## src/hdl/mul_pkg.sv

```systemverilog
package mul_pkg;

    localparam int OPERAND_W = 16;  // each signed operand.
    localparam int PRODUCT_W = 32;
    localparam int INDEX_W   = 5;   // counts one past the last row.
    localparam int ADDR_W    = 4;   // decoded part of the AXI address.
    localparam int DATA_W    = 32;

    typedef logic [OPERAND_W-1:0] operand_t;
    typedef logic [PRODUCT_W-1:0] product_t;
    typedef logic [INDEX_W-1:0]   index_t;
    typedef logic [ADDR_W-1:0]    addr_t;
    typedef logic [DATA_W-1:0]    data_t;
    typedef logic [1:0]           resp_t;

    // register map, one word each.
    localparam addr_t REG_CTRL     = 4'h0;
    localparam addr_t REG_STATUS   = 4'h4;
    localparam addr_t REG_OPERANDS = 4'h8;  // a in the low half, b in the high half.
    localparam addr_t REG_PRODUCT  = 4'hC;

    // bit positions inside the control and status words.
    localparam int CTRL_START_BIT  = 0;
    localparam int STATUS_BUSY_BIT = 0;
    localparam int STATUS_DONE_BIT = 1;

    localparam resp_t RESP_OKAY   = 2'b00;
    localparam resp_t RESP_SLVERR = 2'b10;

    // last row of the shift-and-add, the one that gets fully inverted.
    localparam index_t LAST_INDEX = index_t'(OPERAND_W - 1);

    // only the 2^16 term, the 2^31 term comes in with the inverted last row.
    localparam product_t CORRECTION = 32'h0001_0000;

endpackage

```

## src/hdl/mul_core_if.sv

```systemverilog
`timescale 1ns/1ns

interface mul_core_if import mul_pkg::*; ();

    operand_t a;        // multiplicand.
    operand_t b;        // multiplier, scanned one bit per calc cycle.
    logic     start;    // one-cycle command from the register block.
    logic     busy;
    product_t product;
    logic     done;     // held by the datapath until the next load.

    modport regs (
        output a,
        output b,
        output start,
        input  busy,
        input  product,
        input  done
    );

    modport ctrl (
        input  start,
        input  done,
        output busy
    );

    modport dp (
        input  a,
        input  b,
        output product,
        output done
    );

endinterface

```

## src/hdl/mul_ctrl.sv

```systemverilog
`timescale 1ns/1ns

module mul_ctrl (
    input  logic clk,
    input  logic rst,
    mul_core_if.ctrl core,
    output logic load,
    output logic calc
);

    typedef enum logic [1:0] {
        ST_IDLE,
        ST_LOAD,
        ST_RUN
    } state_t;

    state_t state;
    state_t state_next;

    always_comb begin
        state_next = state;
        case (state)
            ST_IDLE: begin
                if (core.start) begin
                    state_next = ST_LOAD;
                end
            end
            ST_LOAD: begin
                state_next = ST_RUN;  // single clear cycle.
            end
            ST_RUN: begin
                if (core.done) begin
                    state_next = ST_IDLE;
                end
            end
            default: begin
                state_next = ST_IDLE;
            end
        endcase
    end

    always_ff @(posedge clk or posedge rst) begin
        if (rst) begin
            state <= ST_IDLE;
        end else begin
            state <= state_next;
        end
    end

    assign load = (state == ST_LOAD);

    // stops the moment done shows, so exactly sixteen calc cycles run.
    assign calc = (state == ST_RUN) && !core.done;

    assign core.busy = load || calc;

    a_load_calc_excl: assert property (
        @(posedge clk) disable iff (rst)
        !(load && calc)
    );

    // the datapath's done ends the run without a spare step.
    a_calc_falls_on_done: assert property (
        @(posedge clk) disable iff (rst)
        $rose(core.done) |-> $fell(calc)
    );

endmodule

```

## src/hdl/mul_datapath.sv

```systemverilog
`timescale 1ns/1ns

module mul_datapath import mul_pkg::*; (
    input  logic clk,
    input  logic rst,
    input  logic load,
    input  logic calc,
    mul_core_if.dp core
);

    index_t   bit_index;
    product_t acc;          // running sum of shifted rows.
    product_t pp;
    product_t pp_shifted;
    product_t acc_next;
    logic     last_step;

    assign last_step = (bit_index == LAST_INDEX);

    // one Baugh-Wooley row per cycle.
    always_comb begin
        pp = '0;
        if (core.b[bit_index[INDEX_W-2:0]]) begin
            pp[OPERAND_W-1:0] = core.a;
        end
        pp[OPERAND_W-1] = ~pp[OPERAND_W-1];  // the a15*bj term is negative.
        if (last_step) begin
            pp = ~pp;  // row b15 carries negative weight, upper ones give 2^31.
        end
        pp_shifted = pp << bit_index;
        acc_next   = acc + pp_shifted;
    end

    always_ff @(posedge clk or posedge rst) begin
        if (rst) begin
            bit_index    <= '0;
            core.done    <= 1'b0;
            core.product <= '0;
        end else if (load) begin
            bit_index <= '0;
            core.done <= 1'b0;
        end else if (calc) begin
            bit_index <= bit_index + index_t'(1);
            if (last_step) begin
                core.product <= acc_next + CORRECTION;  // final row plus constant.
                core.done    <= 1'b1;
            end
        end
    end

    always_ff @(posedge clk) begin
        if (load) begin
            acc <= '0;
        end else if (calc) begin
            acc <= acc_next;
        end
    end

    // the controller must stop calc before the index runs past the last row.
    a_index_in_range: assert property (
        @(posedge clk) disable iff (rst)
        calc |-> (bit_index <= LAST_INDEX)
    );

endmodule

```

## src/hdl/mul_regs.sv

```systemverilog
`timescale 1ns/1ns

module mul_regs import mul_pkg::*; (
    input  logic  clk,
    input  logic  rst,
    input  addr_t awaddr,
    input  logic  awvalid,
    output logic  awready,
    input  data_t wdata,
    input  logic  wvalid,
    output logic  wready,
    output resp_t bresp,
    output logic  bvalid,
    input  logic  bready,
    input  addr_t araddr,
    input  logic  arvalid,
    output logic  arready,
    output data_t rdata,
    output resp_t rresp,
    output logic  rvalid,
    input  logic  rready,
    mul_core_if.regs core
);

    logic  wr_accept;
    logic  rd_accept;
    logic  run_busy;
    logic  done_flag;
    logic  start_req;
    logic  opnd_we;
    resp_t wr_resp;
    resp_t rd_resp;
    data_t rd_data;
    data_t status_word;

    // address and data are taken together, one write in flight.
    assign wr_accept = awvalid && wvalid && !bvalid;
    assign rd_accept = arvalid && !rvalid;

    assign awready = wr_accept;
    assign wready  = wr_accept;
    assign arready = rd_accept;

    // the start pulse itself counts as busy, it precedes the load cycle.
    assign run_busy = core.busy || core.start;

    // sticky: the datapath keeps done until a new start reaches load.
    assign done_flag = core.done && !run_busy;

    always_comb begin
        status_word = '0;
        status_word[STATUS_BUSY_BIT] = run_busy;
        status_word[STATUS_DONE_BIT] = done_flag;
    end

    // write decode.
    always_comb begin
        wr_resp   = RESP_OKAY;
        start_req = 1'b0;
        opnd_we   = 1'b0;
        case (awaddr)
            REG_CTRL: begin
                start_req = wdata[CTRL_START_BIT] && !run_busy;  // dropped quietly when busy.
            end
            REG_OPERANDS: begin
                if (run_busy) begin
                    wr_resp = RESP_SLVERR;
                end else begin
                    opnd_we = 1'b1;
                end
            end
            default: begin
                wr_resp = RESP_SLVERR;  // status, product and holes.
            end
        endcase
    end

    // read decode.
    always_comb begin
        rd_data = '0;
        rd_resp = RESP_OKAY;
        case (araddr)
            REG_CTRL: begin
                rd_data = '0;  // start is write-1-to-act.
            end
            REG_STATUS: begin
                rd_data = status_word;
            end
            REG_OPERANDS: begin
                rd_data = {core.b, core.a};
            end
            REG_PRODUCT: begin
                rd_data = core.product;
            end
            default: begin
                rd_resp = RESP_SLVERR;
            end
        endcase
    end

    always_ff @(posedge clk or posedge rst) begin
        if (rst) begin
            bvalid     <= 1'b0;
            bresp      <= RESP_OKAY;
            core.start <= 1'b0;
        end else begin
            core.start <= wr_accept && start_req;  // lines up with bvalid.
            if (wr_accept) begin
                bvalid <= 1'b1;
                bresp  <= wr_resp;
            end else if (bready) begin
                bvalid <= 1'b0;
            end
        end
    end

    always_ff @(posedge clk or posedge rst) begin
        if (rst) begin
            rvalid <= 1'b0;
            rresp  <= RESP_OKAY;
        end else begin
            if (rd_accept) begin
                rvalid <= 1'b1;
                rresp  <= rd_resp;
            end else if (rready) begin
                rvalid <= 1'b0;
            end
        end
    end

    always_ff @(posedge clk) begin
        if (rd_accept) begin
            rdata <= rd_data;
        end
    end

    always_ff @(posedge clk) begin
        if (wr_accept && opnd_we) begin
            core.a <= wdata[OPERAND_W-1:0];
            core.b <= wdata[DATA_W-1:OPERAND_W];
        end
    end

    // a new run only begins once the controller is back in idle.
    a_start_not_busy: assert property (
        @(posedge clk) disable iff (rst)
        $rose(core.start) |-> !core.busy
    );

endmodule

```

## src/hdl/mul_top.sv

```systemverilog
`timescale 1ns/1ns

module mul_top import mul_pkg::*; (
    input  logic  clk,
    input  logic  rst,
    input  addr_t awaddr,
    input  logic  awvalid,
    output logic  awready,
    input  data_t wdata,
    input  logic  wvalid,
    output logic  wready,
    output resp_t bresp,
    output logic  bvalid,
    input  logic  bready,
    input  addr_t araddr,
    input  logic  arvalid,
    output logic  arready,
    output data_t rdata,
    output resp_t rresp,
    output logic  rvalid,
    input  logic  rready
);

    logic load;
    logic calc;

    mul_core_if core ();

    mul_regs u_regs (
        .clk     (clk),
        .rst     (rst),
        .awaddr  (awaddr),
        .awvalid (awvalid),
        .awready (awready),
        .wdata   (wdata),
        .wvalid  (wvalid),
        .wready  (wready),
        .bresp   (bresp),
        .bvalid  (bvalid),
        .bready  (bready),
        .araddr  (araddr),
        .arvalid (arvalid),
        .arready (arready),
        .rdata   (rdata),
        .rresp   (rresp),
        .rvalid  (rvalid),
        .rready  (rready),
        .core    (core.regs)
    );

    mul_ctrl u_ctrl (
        .clk  (clk),
        .rst  (rst),
        .core (core.ctrl),
        .load (load),
        .calc (calc)
    );

    mul_datapath u_datapath (
        .clk  (clk),
        .rst  (rst),
        .load (load),
        .calc (calc),
        .core (core.dp)
    );

endmodule

```

## config.mk

```make
export PLATFORM = sky130hd
export DESIGN_NAME = mul_top
export DESIGN_NICKNAME = d
export VERILOG_FILES = /design/src/hdl/mul_pkg.sv /design/src/hdl/mul_core_if.sv /design/src/hdl/mul_ctrl.sv /design/src/hdl/mul_datapath.sv /design/src/hdl/mul_regs.sv /design/src/hdl/mul_top.sv
export SDC_FILE = /design/constraint.sdc
export NUM_CORES = 1
export LEC_CHECK = 0
export BUFFER_PORTS_ARGS = -buffer_cell sky130_fd_sc_hd__buf_2
export CORE_MARGIN = 8
export CORE_UTILIZATION = 35
export CTS_CLUSTER_SIZE = 28
export DETAILED_ROUTE_END_ITERATION = 16
export PLACE_DENSITY_LB_ADDON = 0.3
export SLEW_MARGIN = 20
export SYNTH_ARGS = -nofsm -noshare
export SYNTH_HDL_FRONTEND = slang
export SYNTH_SLANG_ARGS = --single-unit
```

## constraint.sdc

```tcl
create_clock -name clk -period 10.8 [get_ports clk]
set_input_delay 0.54 -clock clk [delete_from_list [all_inputs] [get_ports clk]]
set_output_delay 0.54 -clock clk [all_outputs]
set_load 0.1 [all_outputs]
```

# ---- After elaboration in Yosys (flattened, before gate mapping)
# Cells that the tools add are included.
# Widths: inputs -> output; s select.
dict set report totals {
  ff_bits 143
  inputBits 47
  out_inout_bits 41
  elab_cells 78
}
dict set report op_classes {
  addsub 3
  order_cmp 1
  n_eq_ne 9
  shift 1
  muxes 23
  n_bitwise 3
  n_reduce_logical 25
}
# cell n
set op_table {}
lappend op_table {{$pmux 32 s3} 1}
lappend op_table {{$add 32x17->32 const B} 1}
lappend op_table {{$add 32x32->32} 1}
lappend op_table {{$mux 32} 1}
lappend op_table {{$not 16->32} 1}
lappend op_table {{$shl 32x5->32} 1}
lappend op_table {{$mux 16} 1}
lappend op_table {{$eq 4x4->1 const B} 3}
lappend op_table {{$mux 1} 11}
lappend op_table {{$mux 5} 2}
lappend op_table {{$logic_and 1x1->1} 8}
lappend op_table {{$logic_not 4->1} 2}
lappend op_table {{$mux 2} 4}
lappend op_table {{$reduce_bool 2->1} 4}
lappend op_table {{$pmux 2 s3} 1}
lappend op_table {{$add 5x1->5 const B} 1}
lappend op_table {{$eq 5x4->1 const B} 1}
lappend op_table {{$lt 4x5->1 const B} 1}
lappend op_table {{$bmux 1 s4} 1}
lappend op_table {{$eq 4x3->1 const B} 1}
lappend op_table {{$logic_not 1->1} 4}
lappend op_table {{$pmux 2 s2} 1}
lappend op_table {{$reduce_and 2->1} 2}
lappend op_table {{$reduce_or 4->1} 1}
lappend op_table {{other kinds (8)} 10}

# ---- Depth between registers and ports, before layout
dict set report depth {
  depth_word 9
  ltp_mapped 29
  ltp_nobuf 24
}

# ---- By module
# From an unflattened synthesis, not the netlist that was laid out.
dict set report unflattened {
  cells_unflattened 916
  area_unflattened_um2 8939.8
}
# module instances cells_per_inst area_per_inst_um2
set modules_own_cells {}
lappend modules_own_cells {mul_datapath 1 770 6221.0}
lappend modules_own_cells {mul_regs 1 138 2626.3}
lappend modules_own_cells {mul_ctrl 1 8 92.6}

# ---- Least setup slack after synthesis
# No wires, ideal clock.
dict set report synth_path {
  kind {reg-to-reg}
  startpoint {register u_datapath.bit_index[2]}
  endpoint {register u_datapath.core.product[31]}
  setup_time_ps 131
  arrival_time_ps 5734
  t_required_ps 10669
  slack_ps 4935
  stages_incl_launch_ff 25
  path_buffers 8
  period_less_slack_ps 5865
  path_cell_list {dfrtp_1 -> buf_6 -> clkbuf_1 -> buf_1 -> clkbuf_1 -> and3_1 -> ha_1 -> clkbuf_1 -> clkbuf_1 -> clkbuf_1 -> clkbuf_1 -> xnor2_1 -> o21ai_0 -> nor2_1 -> ha_1 -> or3_1 -> o211ai_1 -> a21bo_2 -> a221oi_2 -> a21oi_1 -> a31oi_1 -> o21ai_1 -> xnor3_1 -> xor2_1 -> o21ai_1}
}
dict set report synth_between {
  elab_chain_len 9
}
# element line_no
set synth_lines {}
lappend synth_lines {{start, declared} mul_datapath.sv:11} ;# index_t bit_index;
lappend synth_lines {{start signal, assigned} mul_datapath.sv:43} ;# bit_index <= bit_index + index_t'(1);
lappend synth_lines {{$bmux 1 s4} mul_datapath.sv:23} ;# if (core.b[bit_index[INDEX_W-2:0]]) begin
lappend synth_lines {{$mux 1 (implied by the code)} mul_datapath.sv:23}
lappend synth_lines {{$mux 16} mul_datapath.sv:23}
lappend synth_lines {{$not 1->1} mul_datapath.sv:26} ;# pp[OPERAND_W-1] = ~pp[OPERAND_W-1];
lappend synth_lines {{$not 16->32} mul_datapath.sv:28} ;# pp = ~pp;
lappend synth_lines {{$mux 32} mul_datapath.sv:27} ;# if (last_step) begin
lappend synth_lines {{$shl 32x5->32} mul_datapath.sv:30} ;# pp_shifted = pp << bit_index;
lappend synth_lines {{$add 32x32->32} mul_datapath.sv:31} ;# acc_next = acc + pp_shifted;
lappend synth_lines {{$add 32x17->32} mul_datapath.sv:45} ;# core.product <= acc_next + CORRECTION;
lappend synth_lines {{end signal, assigned} mul_datapath.sv:45}
lappend synth_lines {{end, declared} mul_core_if.sv:30} ;# output product,
# Parallel ways exist; a longest one is shown, timed or not. The select of a mux whose other input is x is not followed.
# A chain may end at the register's enable or synchronous reset.

# ---- Worst setup path in the final report
dict set report layout_path {
  startpoint {register u_datapath.bit_index[1]}
  endpoint {register u_datapath.core.product[30]}
}
# Same word-level chain as after synthesis.

==> metrics.txt <==
# TYPE chip_impl_metric gauge
chip_impl_metric{name="power.ir.vdd_worst",unit="mV"} 0.127
chip_impl_metric{name="clock-sinks",unit=""} 141
chip_impl_metric{name="combinationalPowerShare",unit=""} 0.536
chip_impl_metric{name="finalHoldViolCount",unit=""} 0
chip_impl_metric{name="slew_headroom",unit=""} 0.316
chip_impl_metric{name="power_report.internal_total",unit="µW"} 1500
chip_impl_metric{name="pin_count_of_the_biggest_net_entering_global_routing",unit=""} 46
chip_impl_info{name="postSynth.topFlopCell",value="sky130_fd_sc_hd__edfxtp_1"} 1
chip_impl_metric{name="design.die.area",unit="µm²"} 29600
chip_impl_metric{name="ys_async_sr_fraction",unit=""} 0.319
chip_impl_metric{name="power.share.switching",unit=""} 0.458
chip_impl_metric{name="yosys_warnings",unit=""} 0
chip_impl_metric{name="final_core_utilization",unit=""} 0.409
chip_impl_metric{name="floorplan.die.width",unit="µm"} 172
chip_impl_metric{name="cts-htree-levels",unit=""} 4
chip_impl_info{name="cts.root.buffer_cell",value="sky130_fd_sc_hd__clkbuf_16"} 1
chip_impl_metric{name="worstSkewPairLatency",unit="ns"} 0.43
chip_impl_metric{name="grt_first_pass_wirelength",unit="mm"} 35.9
chip_impl_metric{name="leakage",unit="µW"} 0.00410
chip_impl_metric{name="worst-endpoint-arrival",unit="ns"} 6.70
chip_impl_metric{name="drc_violations_left",unit=""} 0
chip_impl_metric{name="area_growth_syn_to_layout",unit="%"} 15.5
chip_impl_metric{name="yosys_register_bits",unit=""} 141
chip_impl_info{name="synth_area_leaders",value="sky130_fd_sc_hd__edfxtp_1 23%, sky130_fd_sc_hd__dfrtp_1 13%, sky130_fd_sc_hd__dfxtp_1 7.5%, sky130_fd_sc_hd__a22o_1 5.9%, sky130_fd_sc_hd__ha_1 5.0%"} 1
chip_impl_metric{name="timing.fmax",unit="GHz"} 0.156
chip_impl_metric{name="via_per_inst",unit=""} 5.33
chip_impl_metric{name="grt_antenna_before_repair",unit=""} 0
chip_impl_metric{name="skew_final",unit="ns"} 0.00924
chip_impl_metric{name="ys_seq_area_frac",unit=""} 0.432
chip_impl_metric{name="powerDensity",unit="nW/µm²"} 281
chip_impl_metric{name="grt_util_all_layers",unit=""} 0.158
chip_impl_metric{name="cts.clk_slew.worst_paths",unit="ns"} 0.07
chip_impl_metric{name="fin_tns_setup",unit="ns"} 0
chip_impl_metric{name="area_occupied_by_multi_input_gates",unit="µm²"} 4590
chip_impl_metric{name="dieHeight",unit="µm"} 172
chip_impl_metric{name="finalSetupViolations",unit=""} 0
chip_impl_metric{name="port-buffer-count",unit=""} 85
chip_impl_info{name="setup_repair_after_global_routing_missed_its_margin",value="false"} 1
chip_impl_metric{name="hpwlAfterDp",unit="mm"} 17.8
chip_impl_metric{name="p_seq_frac",unit=""} 0.244
chip_impl_metric{name="timing.critical_path.slowest_cell_delay",unit="ns"} 0.98
chip_impl_metric{name="reg2regPathDepth",unit=""} 21
chip_impl_metric{name="layout.nets",unit=""} 991
chip_impl_metric{name="worst-path-max-fanout",unit=""} 44
chip_impl_metric{name="synthesis.area_per_instance",unit="µm²"} 10.1
chip_impl_metric{name="post-cts-setup-buffers",unit=""} 0
chip_impl_metric{name="first_global_vias",unit=""} 6296
chip_impl_metric{name="fillers",unit=""} 2395
chip_impl_metric{name="global_route.overflow_total",unit=""} 0
chip_impl_info{name="cp_slowest_cell",value="sky130_fd_sc_hd__dfrtp_1"} 1
chip_impl_metric{name="worst_slew_pin_slew",unit="ns"} 1.03
chip_impl_metric{name="design.portCount",unit=""} 88
chip_impl_metric{name="drt-wirelength-per-cell",unit="µm"} 18.6
chip_impl_metric{name="layout_setup_ws",unit="ns"} 4.40
chip_impl_info{name="synth_largest_area_cell",value="sky130_fd_sc_hd__edfxtp_1"} 1
chip_impl_info{name="critical-path-top-delay-family",value="adder cells"} 1
chip_impl_info{name="outcome",value="finished clean"} 1
chip_impl_metric{name="ff_latch_area",unit="µm²"} 3690
chip_impl_info{name="worst_setup_path_end_kind",value="register"} 1
chip_impl_metric{name="cts_resized",unit=""} 0
chip_impl_metric{name="hold_buffers",unit=""} 0
chip_impl_metric{name="switchingPower",unit="µW"} 1270
chip_impl_metric{name="final.min_clock_period",unit="ns"} 6.40
chip_impl_metric{name="synthDistinctLibCells",unit=""} 75
chip_impl_metric{name="cts-buffers-inserted",unit=""} 17
chip_impl_metric{name="critical_path_cell_count",unit=""} 21
chip_impl_metric{name="max_cap_viol_count",unit=""} 0
chip_impl_info{name="critPathKind",value="register to register"} 1
chip_impl_metric{name="max_root_sink_buffers",unit=""} 2
chip_impl_metric{name="num_rows",unit=""} 57
chip_impl_metric{name="synthCells",unit=""} 847
chip_impl_metric{name="synth_area",unit="µm²"} 8530
chip_impl_info{name="tritoncts_clock_tree",value="done"} 1
chip_impl_metric{name="hold_path_depth",unit=""} 2
chip_impl_metric{name="drt_first_pass_iters",unit=""} 6
chip_impl_metric{name="synth_enable_flop_cells",unit=""} 64
chip_impl_metric{name="gp_congestion",unit=""} 0.913
chip_impl_metric{name="critPathBufInv",unit=""} 1
chip_impl_metric{name="place_worst_setup_slack",unit="ns"} 4.47
chip_impl_metric{name="period_share",unit=""} 0.593
chip_impl_metric{name="critPathRequiredTime",unit="ns"} 11.10
chip_impl_metric{name="ant_diodes",unit=""} 0
chip_impl_metric{name="maxSlewViolCount",unit=""} 0
chip_impl_metric{name="route.antenna.remaining_nets",unit=""} 0
chip_impl_metric{name="clock_power_share",unit=""} 0.220
chip_impl_metric{name="start_util",unit=""} 0.354
chip_impl_info{name="critical_path.cell_chain",value="ha_1, and3_1, ha_2, inv_1, xnor2_1, nor2_1, nand2_1, nor2_1, ha_1, fa_1, a21o_1, a311oi_2, o2111a_2, o21bai_2, or4_4, o211ai_4, nand4_4, nor3b_2, nand3_1, xor2_1, o21ai_1"} 1
chip_impl_info{name="worstHoldPathType",value="primary input to register"} 1
chip_impl_info{name="startpoint_type",value="register"} 1
chip_impl_metric{name="wirelength",unit="mm"} 23.1
chip_impl_metric{name="num_vias",unit=""} 6647
chip_impl_metric{name="synth_top_area_share",unit=""} 0.225
chip_impl_metric{name="detailedRoute.firstIterationViolations",unit=""} 582
chip_impl_metric{name="post_route_cells_drive_above_1_share",unit=""} 0.201
chip_impl_metric{name="core_region_area",unit="µm²"} 24100
-- per-stage QoR --
stage	power, µW	hold WS [ns]	cell area [µm²]	instances
CTS	2760	0.267	9850	1246
global placement	2140	0.447	9230	1214
floorplan	1770	0.432	8540	848
global route	2920	0.263	9850	1246
finish	2760	0.279	9850	1246
detailed placement	2140	0.458	9230	1214
-- kinds of logic (layout without fill, tap and decap cells) --
| group | after synthesis | after routing | synth area share |
|---|---|---|---|
| mux | 48 | 48 | 0.0801 |
| fa+ha+maj | 35 | 35 | 0.0522 |
| flops | 141 | 141 | 0.432 |
| other cells | 1 | 2 | 0.000439 |
| buf+inv | 68 | 142 | 0.0330 |
| xor+xnor | 67 | 67 | 0.0713 |
| simple gates | 228 | 228 | 0.123 |
| compound gates | 259 | 259 | 0.208 |
-- cells in the final DEF, fill, tap and decap left out, types with 17 or more instances in the layout --
cell                          n
sky130_fd_sc_hd__nand2_1    102
sky130_fd_sc_hd__buf_2       85
sky130_fd_sc_hd__edfxtp_1    64
sky130_fd_sc_hd__a22o_1      57
sky130_fd_sc_hd__o21ai_0     55
sky130_fd_sc_hd__nor2_1      53
sky130_fd_sc_hd__a21oi_1     53
sky130_fd_sc_hd__dfrtp_1     45
sky130_fd_sc_hd__xnor2_1     41
sky130_fd_sc_hd__ha_1        33
sky130_fd_sc_hd__dfxtp_1     32
sky130_fd_sc_hd__xor2_1      24
sky130_fd_sc_hd__mux2_2      22
sky130_fd_sc_hd__clkbuf_16   17
-- power groups by stage --
stage / sequential, µW / combinational, µW / clock (µW)
final: 675 / 1480 / 608
after global routing: 684 / 1590 / 640
after CTS: 674 / 1470 / 619
after detailed placement: 683 / 1460 / 0
after global placement: 684 / 1460 / 0
after floorplan: 735 / 1030 / 0
-- worst reg2reg max path, delay by kind of cell (launching register included) --
kind	cells	cell delay [ns]
buffers and inverters	1	0.25
adders and majority gates	4	1.84
xor gates and xnor gates	2	0.40
AOI/OAI and AO/OA	6	1.29
and+or+nand+nor	8	1.53
DFF	1	0.98
-- per-layer routing --
metal	routed length, µm	up-vias	global-route usage
li1	-	3267	-
met1	11000	3228	0.216
met2	10900	139	0.255
met3	971	13	0.0235
met4	263	0	0.0480
met5	0	-	0
-- Yosys cell counts, types with 4 or more instances --
cell and number:
sky130_fd_sc_hd__xor2_1 24, sky130_fd_sc_hd__edfxtp_1 64, sky130_fd_sc_hd__and2_1 4, sky130_fd_sc_hd__buf_1 4, sky130_fd_sc_hd__o21bai_1 4, sky130_fd_sc_hd__mux2_2 22, sky130_fd_sc_hd__a211oi_1 6, sky130_fd_sc_hd__nor2b_1 6
sky130_fd_sc_hd__a22o_1 57, sky130_fd_sc_hd__o21a_1 8, sky130_fd_sc_hd__o211ai_1 8, sky130_fd_sc_hd__a31oi_1 5, sky130_fd_sc_hd__dfrtp_1 45, sky130_fd_sc_hd__mux4_2 13, sky130_fd_sc_hd__dfxtp_1 32, sky130_fd_sc_hd__mux2i_1 12
sky130_fd_sc_hd__a21oi_1 54, sky130_fd_sc_hd__xnor2_1 41, sky130_fd_sc_hd__nand2b_1 6, sky130_fd_sc_hd__o21ai_1 15, sky130_fd_sc_hd__nor2_1 56, sky130_fd_sc_hd__buf_4 4, sky130_fd_sc_hd__nand2_1 102, sky130_fd_sc_hd__and3_1 10
sky130_fd_sc_hd__nand3_1 15, sky130_fd_sc_hd__ha_1 34, sky130_fd_sc_hd__nand4_1 6, sky130_fd_sc_hd__o21ai_0 55, sky130_fd_sc_hd__a21o_1 15, sky130_fd_sc_hd__nor3_1 7, sky130_fd_sc_hd__o22ai_1 4, sky130_fd_sc_hd__clkbuf_1 40
sky130_fd_sc_hd__inv_1 14
-- final timing paths --
kind	startpoint	endpoint	slack, ns
worst max-delay path	u_datapath.bit_index[1]	u_datapath.core.product[30]	4.40
worst min-delay path	rready	u_regs.rvalid	0.28
worst max register to register	u_datapath.bit_index[1]	u_datapath.core.product[30]	4.40
worst min register to register	u_datapath.acc[11]	u_datapath.acc[11]	0.47
max in group asynchronous	rst	u_datapath.core.product[7]	9.84
min in group asynchronous	rst	u_regs.bvalid	0.34
-- sequential cells by signal, summed over array words and instances (netlist names) --
| signal | count |
|---|---|
| u_datapath.acc | 32 |
| u_datapath.core.product | 32 |
| u_regs.rdata | 32 |
| u_regs.core.a | 16 |
| u_regs.core.b | 16 |
| u_datapath.bit_index | 5 |
| u_ctrl.state | 2 |
| u_datapath.core.done | 1 |
| u_regs.bresp | 1 |
| u_regs.bvalid | 1 |
| u_regs.core.start | 1 |
| u_regs.rresp | 1 |
| u_regs.rvalid | 1 |
-- final cells by class --
class                           count  share of cell area
Clock buffer                       17              0.0432
Clock inverter                     15              0.0196
Inverter                           16             0.00610
Multi-Input combinational cell    639               0.466
Sequential cell                   141               0.374
Tap cell                          324              0.0411
Timing Repair Buffer               94              0.0500
No activity file was read; power rests on OpenSTA's default activity.
